--- config.mk ---
export PLATFORM = sky130hd
export DESIGN_NAME = predistorter_top
export DESIGN_NICKNAME = d
export VERILOG_FILES = /design/src/hw/predist_pkg.sv /design/src/hw/predist_settings.sv /design/src/hw/mag_path.sv /design/src/hw/phase_path.sv /design/src/hw/polar_combine.sv /design/src/hw/predistorter_top.sv
export SDC_FILE = /design/constraint.sdc
export NUM_CORES = 2
export LEC_CHECK = 0
export ABC_AREA = 1
export BUFFER_PORTS_ARGS = -buffer_cell sky130_fd_sc_hd__buf_2
export CORE_AREA = 2 2 257 259
export CTS_BUF_LIST = sky130_fd_sc_hd__clkbuf_4 sky130_fd_sc_hd__clkbuf_8
export CTS_CLUSTER_SIZE = 14
export DETAILED_ROUTE_END_ITERATION = 7
export DIE_AREA = 0 0 259 261
export PLACE_DENSITY_LB_ADDON = 0.3
export SYNTH_ARGS = -nofsm -noshare
export SYNTH_HDL_FRONTEND = slang
export SYNTH_SLANG_ARGS = --single-unit
--- constraint.sdc ---
create_clock -name ce_clk -period 9.26 [get_ports ce_clk]
set_clock_uncertainty 0.1 [all_clocks]
set_input_delay 1.852 -clock ce_clk [delete_from_list [all_inputs] [get_ports ce_clk]]
set_output_delay 1.852 -clock ce_clk [all_outputs]
set_load 0.01 [all_outputs]
--- src/hw/predist_pkg.sv ---
/*
 * shared widths, settings register map, reset values and unit-vector tables
 * for the polar predistorter; modules pull these in with a wildcard import
 */
`default_nettype none

package predist_pkg;

  // ----------------------------------------
  // widths
  // ----------------------------------------
  localparam int SAMPLE_W       = 16;
  localparam int TAP_COUNT      = 16;
  localparam int TAP_IDX_W      = 4;
  localparam int SET_ADDR_W     = 8;
  localparam int SET_DATA_W     = 32;

  // gain is u4.12, so 4096 means unity
  localparam int GAIN_FRAC_BITS = 12;
  // unit vector is scaled to UNIT_ONE, product shifted back by this much
  localparam int COMBINE_SHIFT  = 15;
  localparam int UNIT_ONE       = 16383;

  typedef logic        [SAMPLE_W-1:0] sample_t;
  typedef logic signed [SAMPLE_W-1:0] iq_t;

  // ----------------------------------------
  // settings register map
  // ----------------------------------------
  // taps occupy SR_TAP_BASE .. SR_TAP_BASE + TAP_COUNT - 1
  typedef enum logic [SET_ADDR_W-1:0] {
    SR_TAP_BASE      = 8'd128,
    SR_MAG_GAIN      = 8'd192,
    SR_SQUELCH_LEVEL = 8'd193
  } predist_reg_e;

  localparam sample_t GAIN_RESET    = sample_t'(4096);
  localparam sample_t SQUELCH_RESET = '0;

  // ----------------------------------------
  // unit-vector tables
  // ----------------------------------------
  // entry k is round(UNIT_ONE * cos/sin(2*pi*k/16))
  localparam iq_t UNIT_COS [TAP_COUNT] = '{
    iq_t'(UNIT_ONE),   16'sd15136,  16'sd11585,  16'sd6270,
    16'sd0,            -16'sd6270,  -16'sd11585, -16'sd15136,
    iq_t'(-UNIT_ONE),  -16'sd15136, -16'sd11585, -16'sd6270,
    16'sd0,            16'sd6270,   16'sd11585,  16'sd15136
  };

  localparam iq_t UNIT_SIN [TAP_COUNT] = '{
    16'sd0,            16'sd6270,   16'sd11585,  16'sd15136,
    iq_t'(UNIT_ONE),   16'sd15136,  16'sd11585,  16'sd6270,
    16'sd0,            -16'sd6270,  -16'sd11585, -16'sd15136,
    iq_t'(-UNIT_ONE),  -16'sd15136, -16'sd11585, -16'sd6270
  };

endpackage

`default_nettype wire

--- src/hw/predist_settings.sv ---
/*
 * settings bus decode: holds the magnitude gain and squelch level and turns
 * writes in the tap range into one-cycle tap write strobes for the table
 */
`timescale 1ns/1ps
`default_nettype none

module predist_settings
  import predist_pkg::*;
(
  input  wire logic                  ce_clk,
  input  wire logic                  i_rst_n,
  input  wire logic                  i_set_stb,
  input  wire logic [SET_ADDR_W-1:0] i_set_addr,
  input  wire logic [SET_DATA_W-1:0] i_set_data,
  output sample_t                    o_mag_gain,
  output sample_t                    o_squelch_level,
  output logic                       o_tap_we,
  output logic [TAP_IDX_W-1:0]       o_tap_idx,
  output sample_t                    o_tap_val
);

  logic [SET_ADDR_W-1:0] tap_off;
  logic                  tap_hit;

  // offset from the tap base, only meaningful when tap_hit is set
  assign tap_off = i_set_addr - SR_TAP_BASE;
  assign tap_hit = (i_set_addr >= SR_TAP_BASE) &&
                   (tap_off < SET_ADDR_W'(TAP_COUNT));

  // ----------------------------------------
  // control registers
  // ----------------------------------------
  always_ff @(posedge ce_clk or negedge i_rst_n) begin
    if (!i_rst_n) begin
      o_mag_gain      <= GAIN_RESET;
      o_squelch_level <= SQUELCH_RESET;
      o_tap_we        <= 1'b0;
    end else begin
      // tap strobe lasts a single cycle
      o_tap_we <= i_set_stb && tap_hit;
      if (i_set_stb) begin
        case (i_set_addr)
          SR_MAG_GAIN:      o_mag_gain      <= i_set_data[SAMPLE_W-1:0];
          SR_SQUELCH_LEVEL: o_squelch_level <= i_set_data[SAMPLE_W-1:0];
          default: ;
        endcase
      end
    end
  end

  // tap index and value ride along with the strobe
  always_ff @(posedge ce_clk) begin
    if (i_set_stb && tap_hit) begin
      o_tap_idx <= tap_off[TAP_IDX_W-1:0];
      o_tap_val <= i_set_data[SAMPLE_W-1:0];
    end
  end

endmodule

`default_nettype wire

--- src/hw/mag_path.sv ---
/*
 * magnitude path: squelch, gain and saturate in stage 1, then replace the
 * result with an entry of the loadable 16-tap predistortion table in stage 2
 */
`timescale 1ns/1ps
`default_nettype none

module mag_path
  import predist_pkg::*;
(
  input  wire logic                 ce_clk,
  input  wire logic                 i_rst_n,
  input  wire logic                 i_mag_valid,
  input  sample_t                   i_mag,
  input  sample_t                   i_mag_gain,
  input  sample_t                   i_squelch_level,
  input  wire logic                 i_tap_we,
  input  wire logic [TAP_IDX_W-1:0] i_tap_idx,
  input  sample_t                   i_tap_val,
  input  wire logic                 i_pd_ready,
  output logic                      o_mag_ready,
  output logic                      o_pd_valid,
  output sample_t                   o_pd
);

  sample_t                 taps [TAP_COUNT];

  sample_t                 squelched;
  logic [2*SAMPLE_W-1:0]   product;
  logic [2*SAMPLE_W-1:0]   scaled;
  sample_t                 saturated;

  logic                    s1_valid;
  sample_t                 s1_mag;
  logic                    s1_ready;
  logic                    s2_ready;

  // ----------------------------------------
  // tap table
  // ----------------------------------------
  always_ff @(posedge ce_clk or negedge i_rst_n) begin
    if (!i_rst_n) begin
      for (int k = 0; k < TAP_COUNT; k++) begin
        taps[k] <= '0;
      end
    end else if (i_tap_we) begin
      taps[i_tap_idx] <= i_tap_val;
    end
  end

  // ----------------------------------------
  // stage 1: squelch, gain, saturate
  // ----------------------------------------
  // only magnitudes strictly above the level pass
  assign squelched = (i_mag > i_squelch_level) ? i_mag : '0;
  assign product   = squelched * i_mag_gain;
  assign scaled    = product >> GAIN_FRAC_BITS;
  assign saturated = (|scaled[2*SAMPLE_W-1:SAMPLE_W]) ? '1 : scaled[SAMPLE_W-1:0];

  assign s2_ready    = !o_pd_valid || i_pd_ready;
  assign s1_ready    = !s1_valid || s2_ready;
  assign o_mag_ready = s1_ready;

  always_ff @(posedge ce_clk or negedge i_rst_n) begin
    if (!i_rst_n) begin
      s1_valid <= 1'b0;
    end else if (s1_ready) begin
      s1_valid <= i_mag_valid;
    end
  end

  always_ff @(posedge ce_clk) begin
    if (s1_ready && i_mag_valid) begin
      s1_mag <= saturated;
    end
  end

  // ----------------------------------------
  // stage 2: table lookup on the top bits
  // ----------------------------------------
  always_ff @(posedge ce_clk or negedge i_rst_n) begin
    if (!i_rst_n) begin
      o_pd_valid <= 1'b0;
    end else if (s2_ready) begin
      o_pd_valid <= s1_valid;
    end
  end

  always_ff @(posedge ce_clk) begin
    if (s2_ready && s1_valid) begin
      o_pd <= taps[s1_mag[SAMPLE_W-1 -: TAP_IDX_W]];
    end
  end

endmodule

`default_nettype wire

--- src/hw/phase_path.sv ---
/*
 * phase path: maps the top bits of the phase code to a unit vector from the
 * package cos/sin tables, result is registered one cycle after the transfer
 */
`timescale 1ns/1ps
`default_nettype none

module phase_path
  import predist_pkg::*;
(
  input  wire logic ce_clk,
  input  wire logic i_rst_n,
  input  wire logic i_phase_valid,
  input  sample_t   i_phase,
  input  wire logic i_unit_ready,
  output logic      o_phase_ready,
  output logic      o_unit_valid,
  output iq_t       o_unit_i,
  output iq_t       o_unit_q
);

  logic [TAP_IDX_W-1:0] idx;
  iq_t                  look_i;
  iq_t                  look_q;
  logic                 push;
  logic                 pop;

  // second entry holds the next vector while the magnitude side, one
  // stage deeper, catches up; keeps one sample per cycle through the join
  logic                 hold_valid;
  iq_t                  hold_i;
  iq_t                  hold_q;

  assign idx    = i_phase[SAMPLE_W-1 -: TAP_IDX_W];
  assign look_i = UNIT_COS[idx];
  assign look_q = UNIT_SIN[idx];

  assign o_phase_ready = !hold_valid || i_unit_ready;
  assign push          = i_phase_valid && o_phase_ready;
  assign pop           = o_unit_valid && i_unit_ready;

  always_ff @(posedge ce_clk or negedge i_rst_n) begin
    if (!i_rst_n) begin
      o_unit_valid <= 1'b0;
      hold_valid   <= 1'b0;
    end else if (!o_unit_valid || pop) begin
      // head is free, refill from the held entry first
      o_unit_valid <= hold_valid || push;
      hold_valid   <= hold_valid && push;
    end else if (push) begin
      hold_valid <= 1'b1;
    end
  end

  always_ff @(posedge ce_clk) begin
    if (!o_unit_valid || pop) begin
      if (hold_valid) begin
        o_unit_i <= hold_i;
        o_unit_q <= hold_q;
        hold_i   <= look_i;
        hold_q   <= look_q;
      end else begin
        o_unit_i <= look_i;
        o_unit_q <= look_q;
      end
    end else if (push) begin
      hold_i <= look_i;
      hold_q <= look_q;
    end
  end

endmodule

`default_nettype wire

--- src/hw/polar_combine.sv ---
/*
 * joins the predistorted magnitude with the unit vector and registers
 * I = (pd * cos) >>> COMBINE_SHIFT and Q = (pd * sin) >>> COMBINE_SHIFT
 */
`timescale 1ns/1ps
`default_nettype none

module polar_combine
  import predist_pkg::*;
(
  input  wire logic ce_clk,
  input  wire logic i_rst_n,
  input  wire logic i_pd_valid,
  input  sample_t   i_pd,
  input  wire logic i_unit_valid,
  input  iq_t       i_unit_i,
  input  iq_t       i_unit_q,
  input  wire logic i_out_ready,
  output logic      o_pd_ready,
  output logic      o_unit_ready,
  output logic      o_out_valid,
  output iq_t       o_out_i,
  output iq_t       o_out_q
);

  logic                       out_free;
  logic                       join_ok;
  logic signed [SAMPLE_W:0]   pd_s;
  logic signed [2*SAMPLE_W:0] prod_i;
  logic signed [2*SAMPLE_W:0] prod_q;
  logic signed [2*SAMPLE_W:0] shift_i;
  logic signed [2*SAMPLE_W:0] shift_q;

  // ----------------------------------------
  // join
  // ----------------------------------------
  assign out_free     = !o_out_valid || i_out_ready;
  assign join_ok      = i_pd_valid && i_unit_valid && out_free;
  assign o_pd_ready   = join_ok;
  assign o_unit_ready = join_ok;

  // ----------------------------------------
  // scale the unit vector
  // ----------------------------------------
  // magnitude is unsigned, give it a zero sign bit
  assign pd_s    = $signed({1'b0, i_pd});
  assign prod_i  = pd_s * i_unit_i;
  assign prod_q  = pd_s * i_unit_q;
  // floor division, result stays within 16 bits
  assign shift_i = prod_i >>> COMBINE_SHIFT;
  assign shift_q = prod_q >>> COMBINE_SHIFT;

  always_ff @(posedge ce_clk or negedge i_rst_n) begin
    if (!i_rst_n) begin
      o_out_valid <= 1'b0;
    end else if (out_free) begin
      o_out_valid <= i_pd_valid && i_unit_valid;
    end
  end

  always_ff @(posedge ce_clk) begin
    if (join_ok) begin
      o_out_i <= shift_i[SAMPLE_W-1:0];
      o_out_q <= shift_q[SAMPLE_W-1:0];
    end
  end

endmodule

`default_nettype wire

--- src/hw/predistorter_top.sv ---
/*
 * polar amplitude predistorter: forks each input sample into the magnitude
 * and phase paths and combines them into signed I/Q
 */
`timescale 1ns/1ps
`default_nettype none

module predistorter_top
  import predist_pkg::*;
(
  input  wire logic                  ce_clk,
  input  wire logic                  i_rst_n,
  input  wire logic                  i_set_stb,
  input  wire logic [SET_ADDR_W-1:0] i_set_addr,
  input  wire logic [SET_DATA_W-1:0] i_set_data,
  input  wire logic                  i_in_valid,
  input  sample_t                    i_in_mag,
  input  sample_t                    i_in_phase,
  input  wire logic                  i_out_ready,
  output logic                       o_in_ready,
  output logic                       o_out_valid,
  output iq_t                        o_out_i,
  output iq_t                        o_out_q
);

  sample_t              mag_gain;
  sample_t              squelch_level;
  logic                 tap_we;
  logic [TAP_IDX_W-1:0] tap_idx;
  sample_t              tap_val;

  logic                 mag_valid;
  logic                 mag_ready;
  logic                 phase_valid;
  logic                 phase_ready;

  logic                 pd_valid;
  logic                 pd_ready;
  sample_t              pd;
  logic                 unit_valid;
  logic                 unit_ready;
  iq_t                  unit_i;
  iq_t                  unit_q;

  // ----------------------------------------
  // input fork
  // ----------------------------------------
  // each side only sees valid when the other can take the sample too
  assign o_in_ready  = mag_ready && phase_ready;
  assign mag_valid   = i_in_valid && phase_ready;
  assign phase_valid = i_in_valid && mag_ready;

  predist_settings u_settings (
    .ce_clk          (ce_clk),
    .i_rst_n         (i_rst_n),
    .i_set_stb       (i_set_stb),
    .i_set_addr      (i_set_addr),
    .i_set_data      (i_set_data),
    .o_mag_gain      (mag_gain),
    .o_squelch_level (squelch_level),
    .o_tap_we        (tap_we),
    .o_tap_idx       (tap_idx),
    .o_tap_val       (tap_val)
  );

  mag_path u_mag_path (
    .ce_clk          (ce_clk),
    .i_rst_n         (i_rst_n),
    .i_mag_valid     (mag_valid),
    .i_mag           (i_in_mag),
    .i_mag_gain      (mag_gain),
    .i_squelch_level (squelch_level),
    .i_tap_we        (tap_we),
    .i_tap_idx       (tap_idx),
    .i_tap_val       (tap_val),
    .i_pd_ready      (pd_ready),
    .o_mag_ready     (mag_ready),
    .o_pd_valid      (pd_valid),
    .o_pd            (pd)
  );

  phase_path u_phase_path (
    .ce_clk        (ce_clk),
    .i_rst_n       (i_rst_n),
    .i_phase_valid (phase_valid),
    .i_phase       (i_in_phase),
    .i_unit_ready  (unit_ready),
    .o_phase_ready (phase_ready),
    .o_unit_valid  (unit_valid),
    .o_unit_i      (unit_i),
    .o_unit_q      (unit_q)
  );

  polar_combine u_combine (
    .ce_clk       (ce_clk),
    .i_rst_n      (i_rst_n),
    .i_pd_valid   (pd_valid),
    .i_pd         (pd),
    .i_unit_valid (unit_valid),
    .i_unit_i     (unit_i),
    .i_unit_q     (unit_q),
    .i_out_ready  (i_out_ready),
    .o_pd_ready   (pd_ready),
    .o_unit_ready (unit_ready),
    .o_out_valid  (o_out_valid),
    .o_out_i      (o_out_i),
    .o_out_q      (o_out_q)
  );

endmodule

`default_nettype wire

# Yosys cells after proc, flatten, opt, wreduce, memory -nomap -nowiden
# Memories as Yosys holds them, arrays and structs flattened.
# Index checks and enable logic that the tools add are counted.
[word_totals] memories=2 wordCells=103 romBits=512 regBits=442 latchBits=0 out_inout_bits=34 ramBits=0
[classes] n_reduce_logical=29 shifts=0 div_mod_pow=0 muxes=21 n_mul=3 n_bitwise=3 n_lt_le_gt_ge=7 eq_ne=3 add_sub_neg=1
[mem_list] memory="(no name shown)" words=16 width=16 rd=1 rd_clocked_by_memory_dff=0 wr=0 line_no="phase_path.sv:35" text="assign look_i = UNIT_COS[idx];"
[mem_list] memory="(no name shown)" words=16 width=16 rd=1 rd_clocked_by_memory_dff=0 wr=0 line_no="phase_path.sv:36" text="assign look_q = UNIT_SIN[idx];"
[ops] cell="bitwise mux 256 bit" n=1
[ops] cell="2-to-1 mux 16 bit" n=16
[ops] cell="binary-select mux 16 bit (select 4 bit)" n=1
[ops] cell="demux 16 bit (select 4 bit)" n=1
[ops] cell="multiplier 17 x 16 -> 31 bit" n=2
[ops] cell="multiplier 16 x 16 -> 32 bit" n=1
[ops] cell="equality test 8 bit, second input constant" n=2
[ops] cell="greater-than comparator 16 bit" n=1
[ops] cell=">= comparator 5 bit, second input constant" n=3
[ops] cell="inverter 4 -> 5 bit" n=3
[ops] cell="logical AND 1 bit" n=13
[ops] cell=">= comparator 8 bit, second input constant" n=1
[ops] cell="< comparator 8 x 5 -> 1 bit, second input constant" n=1
[ops] cell="subtractor 8 bit, second input constant" n=1
[ops] cell="logical OR 1 bit" n=6
[ops] cell="AND reduction 2 bit" n=3
[ops] cell="logical NOT 1 bit" n=5
[ops] cell="< comparator 5 x 1 -> 1 bit, second input constant" n=1
[ops] cell="OR reduction 4 bit" n=1
[ops] cell="2-to-1 mux 1 bit" n=2
[ops] cell="!= test 2 x 1 -> 1 bit, second input constant" n=1
[ops] cell="nonzero test 2 bit" n=1

# Longest topological paths before layout
[logic_depth] ltp_word=9 mapped_depth=43

# Modules after synthesis
# From an unflattened synthesis, not the netlist that was laid out.
[unflattened] cells_unflattened=5543 hier_area_um2=44879.3
[modules_own_cells] module="mag_path" n_inst=1 seq_area_each_um2=7056.8 cells_per_inst=2440 area_per_inst_um2=20821.2
[modules_own_cells] module="polar_combine" n_inst=1 seq_area_each_um2=985.9 cells_per_inst=2666 area_per_inst_um2=19434.9
[modules_own_cells] module="phase_path" n_inst=1 seq_area_each_um2=1491.4 cells_per_inst=261 area_per_inst_um2=2572.5
[modules_own_cells] module="predist_settings" n_inst=1 seq_area_each_um2=1427.6 cells_per_inst=170 area_per_inst_um2=2028.2
[modules_own_cells] module="predistorter_top" n_inst=1 seq_area_each_um2=0.0 cells_per_inst=6 area_per_inst_um2=22.5

# Least setup slack after synthesis
# No wires, ideal clock.
[synth_path] path_type="input to register" start="input i_in_mag[11]" end="register u_mag_path.s1_mag[12], data pin" n_path_buf=1 slack_ns=0.954 setup_time_ns=0.256 arrival_ns=7.950 required_time_ns=8.904 path_stages=37 path_cell_list="ha_1 > nand2_1 > inv_2 > nand3_2 > nor3_2 > nand2_1 > nand2_2 > nand2_1 > inv_1 > buf_2 > nand2_1 > inv_1 > nand2_1 > fa_1 > fa_1 > inv_1 > fa_1 > fa_1 > fa_1 > inv_1 > fa_1 > inv_1 > ha_1 > nand2_1 > inv_1 > nand3_1 > o21ai_0 > a211oi_1 > o21ai_0 > a21oi_1 > nand2_1 > nand2_1 > nand2_1 > inv_1 > nand3_2 > nor2_4 > nand2_1"
[synth_via] elab_chain_cells=4
[synth_rtl] item="start, declared" line_no="predistorter_top.sv:17" text="input sample_t i_in_mag,"
[synth_rtl] item="greater-than comparator 16 bit" line_no="mag_path.sv:55" text="assign squelched = (i_mag > i_squelch_level) ? i_mag : '0;"
[synth_rtl] item="2-to-1 mux 16 bit (*)" line_no="mag_path.sv:55"
[synth_rtl] item="multiplier 16 x 16 -> 32 bit (*)" line_no="mag_path.sv:56" text="assign product = squelched * i_mag_gain;"
[synth_rtl] item="OR reduction 4 bit" line_no="mag_path.sv:58" text="assign saturated = (|scaled[2*SAMPLE_W-1:SAMPLE_W]) ? '1 : scaled[SAMPLE_W-1:0];"
[synth_rtl] item="end signal, assigned" line_no="mag_path.sv:74" text="s1_mag <= saturated;"
[synth_rtl] item="end, declared" line_no="mag_path.sv:34" text="sample_t s1_mag;"
# Every way passes the cells marked *; elsewhere a longest branch is shown, timed or not.
# A chain may end at the register's enable or synchronous reset.

# Worst setup path in the final report
[layout_path] start="input i_in_mag[7]" end="register u_mag_path.s1_mag[12], data pin"
# Same word-level chain as after synthesis.

==> flow_summary.json <==
{
  "portBuffers": 82,
  "grt_setup_unrepaired": "false",
  "worst_setup_path_end_kind": "register",
  "hp-start": "u_mag_path.taps[208]",
  "ff2ff_setup_slack_ns": 1.82,
  "reg2reg_depth": 37,
  "finalCritPeriodShare_pct": 90.7,
  "grt_pass1_vias": 33900,
  "hold_viol": 0,
  "max_freq_mhz": 119,
  "vias_per_cell": 5.52,
  "startpoint_type": "input port",
  "ys_warn_count": 0,
  "layout_common_cells": "inv_1 (1,188), nand2_1 (1,080), fa_1 (579), o21ai_0 (417), ha_1 (340)",
  "grt_max_degree": 241,
  "die-area_mm2": 0.0676,
  "synth_top_cell_area_share_pct": 27.3,
  "drive_gt1_share_pct": 6.61,
  "cts_hold_buf": 0,
  "worstPathArrival_ns": 8.70,
  "core-area_mm2": 0.0650,
  "holdPathEnd": "u_mag_path.taps[208]",
  "grt_first_pass_wirelength_mm": 169,
  "cap_viol_max_count": 0,
  "io_pins": 111,
  "synth-seq-cells": 414,
  "initial_core_util_pct": 65.3,
  "avgRoutedWirePerCell_um": 17.3,
  "cts_htree_levels": 3,
  "status": "finished, final reports clean",
  "cts_resized": 0,
  "setup_viol": 0,
  "syn_area_mm2": 0.0425,
  "cts_tree": "built",
  "synthCells": 5042,
  "synthToLayoutAreaGrowth_pct": 6.73,
  "ant_nets": 0,
  "cts_made_buffers": 69,
  "final_nets": 6056,
  "cp_common_cell": "nand2_1",
  "worstSetupPathType": "input port to register",
  "setup_tns_ns": 0,
  "layout_commonest_cell": "inv_1",
  "std_cell_rows": 94,
  "slew_headroom_pct": 17.8,
  "hold_class": "register to register",
  "clock-sinks": 414,
  "clk_pin_slew_ns": 0.06,
  "ys_types": 50,
  "cpMaxStageDelayCell": "fa_1",
  "cts_max_path_buffers": 3,
  "synth.avg_cell_area_um2": 8.43,
  "vias": 33000,
  "drtPass1Iterations": 6,
  "slowest_delay_ns": 0.57,
  "clkLatencyLatePin_ns": 0.67,
  "die_x_um": 259,
  "layout_min_cycle_time_ns": 8.40,
  "cts_root_buf": "clkbuf_8",
  "synth_top_cell_by_area": "fa_1",
  "die_h_um": 261,
  "slew_viol_final": 0,
  "cp.required_ns": 9.56,
  "drt-initial-drc-count": 2491,
  "rr_endpoint": "u_mag_path.s1_mag[12]",
  "grt_use_total_pct": 31.8,
  "postCtsSetupRepairBufs": 0,
  "drcViolationCount": 0,
  "dp_hpwl_mm": 78.2,
  "syn_nets": 6038,
  "cp_max_fo": 9,
  "num-fill-cells": 5168,
  "tightest_slew_ns": 1.23,
  "gp_congestion": 0.983,
  "grt_antenna_before_repair": 5,
  "seq_area_frac_synth_pct": 25.8,
  "grt.overflow.total": 0,
  "timing.rr.start": "u_settings.o_squelch_level[9]",
  "finalWirelength_mm": 104,
  "hold_depth": 2,
  "synth_area_leaders": "fa_1 (27%), dfrtp_1 (17%), inv_1 (11%), ha_1 (10%), nand2_1 (9.5%)"
}
[synthesized netlist by cell type, drive strengths merged]
library cell and instances:
nor3 13, ha 340, nand2 1083, o221ai 20, xor2 32, nand4 11
nand3b 1, fa 579, xnor2 19, clkinv 21, a31oi 5, a32oi 3
clkbuf 221, buf 12, inv 1192, a21boi 1, a211oi 2, dfrtp 293
o21a 7, a221oi 3, nor2 268, and2 1, o21bai 1, o211ai 26
a21o 3, nand3 52, a41oi 1, o31ai 3, a21oi 248, or3 1
nor4 10, dfstp 1, o21ai 421, a22oi 1, o221a 1, or2 5
edfxtp 120, o22ai 5, mux2i 16
[area by class of cell]
cell class / instances / area (um^2) / area share [%]
clock buffers: 110 / 1310 / 2.88
repair buffers: 180 / 1180 / 2.60
flip-flops and latches: 414 / 11000 / 24.2
clock inverters: 12 / 130 / 0.287
diodes: 1 / 2.50 / 0.00552
well taps: 864 / 1080 / 2.38
multi-input cells: 3182 / 26100 / 57.6
inverters: 1213 / 4550 / 10.0
[critical path: cells and delay by family]
kind / cells / cell delay [ns]
adders and majority gates: 8 / 3.54
AOI/OAI and AO/OA: 6 / 1.09
buffers and inverters: 9 / 1.20
and+or+nand+nor: 13 / 0.98
[flip-flops by register name (all words and copies together) (netlist names), 4 cells and up]
name / cells
u_combine.o_out_i: 16
u_combine.o_out_q: 16
u_mag_path.o_pd: 16
u_mag_path.s1_mag: 4
u_mag_path.taps: 256
u_phase_path.hold_i: 12
u_phase_path.hold_q: 12
u_phase_path.o_unit_i: 12
u_phase_path.o_unit_q: 12
u_settings.o_mag_gain: 16
u_settings.o_squelch_level: 16
u_settings.o_tap_idx: 4
u_settings.o_tap_val: 16
[worst max-delay path by stage]
stage | from | endpoint | slack (ns) | cells past startpoint
detailed placement | i_in_mag[7] | u_mag_path.s1_mag[12] | 0.28 | 36
CTS | i_in_mag[7] | u_mag_path.s1_mag[12] | 0.96 | 36
global placement | i_in_mag[7] | u_mag_path.s1_mag[14] | 0.34 | 36
global route | i_in_mag[9] | u_mag_path.s1_mag[15] | 0.46 | 39
finish | i_in_mag[7] | u_mag_path.s1_mag[12] | 0.86 | 36
floorplan | i_in_mag[11] | u_mag_path.s1_mag[12] | 0.95 | 37
[stage by stage]
stage	instances	hold slack (ns)	util (%)	instance area, um^2	worst slack [ns]
after floorplan	5042	0.334	-	42500	0.954
after global placement	5853	0.353	67.5	43900	0.339
after CTS	5975	0.383	69.7	45300	0.958
final	5976	0.380	69.7	45400	0.858
after detailed placement	5853	0.368	67.5	43900	0.280
after global routing	5976	0.393	69.7	45400	0.459
[cell families after synthesis]
group,Yosys count,synth area share [%]
XOR/XNOR,51,1.05
buffers and inverters,1446,12.8
AND/OR/NAND/NOR,1445,13.3
multiplexers,16,0.377
flip-flops,414,25.8
adder cells (fa/ha/maj),919,37.3
AO/OA/AOI/OAI,751,9.43
[routing by layer]
layer	vias to the layer above	GRT usage [%]	part of all wire (%)	wire length, um
li1	15300	-	-	-
met5	-	0	0.027	28
met2	1435	52.2	48	49300
met1	16000	41.6	39	40700
met4	6	13.8	4.1	4220
met3	260	6.40	9.0	9320
Power is left out: the tool's default activity adds up to more than one toggle a clock period on the data nets, which glitch-free logic cannot reach.
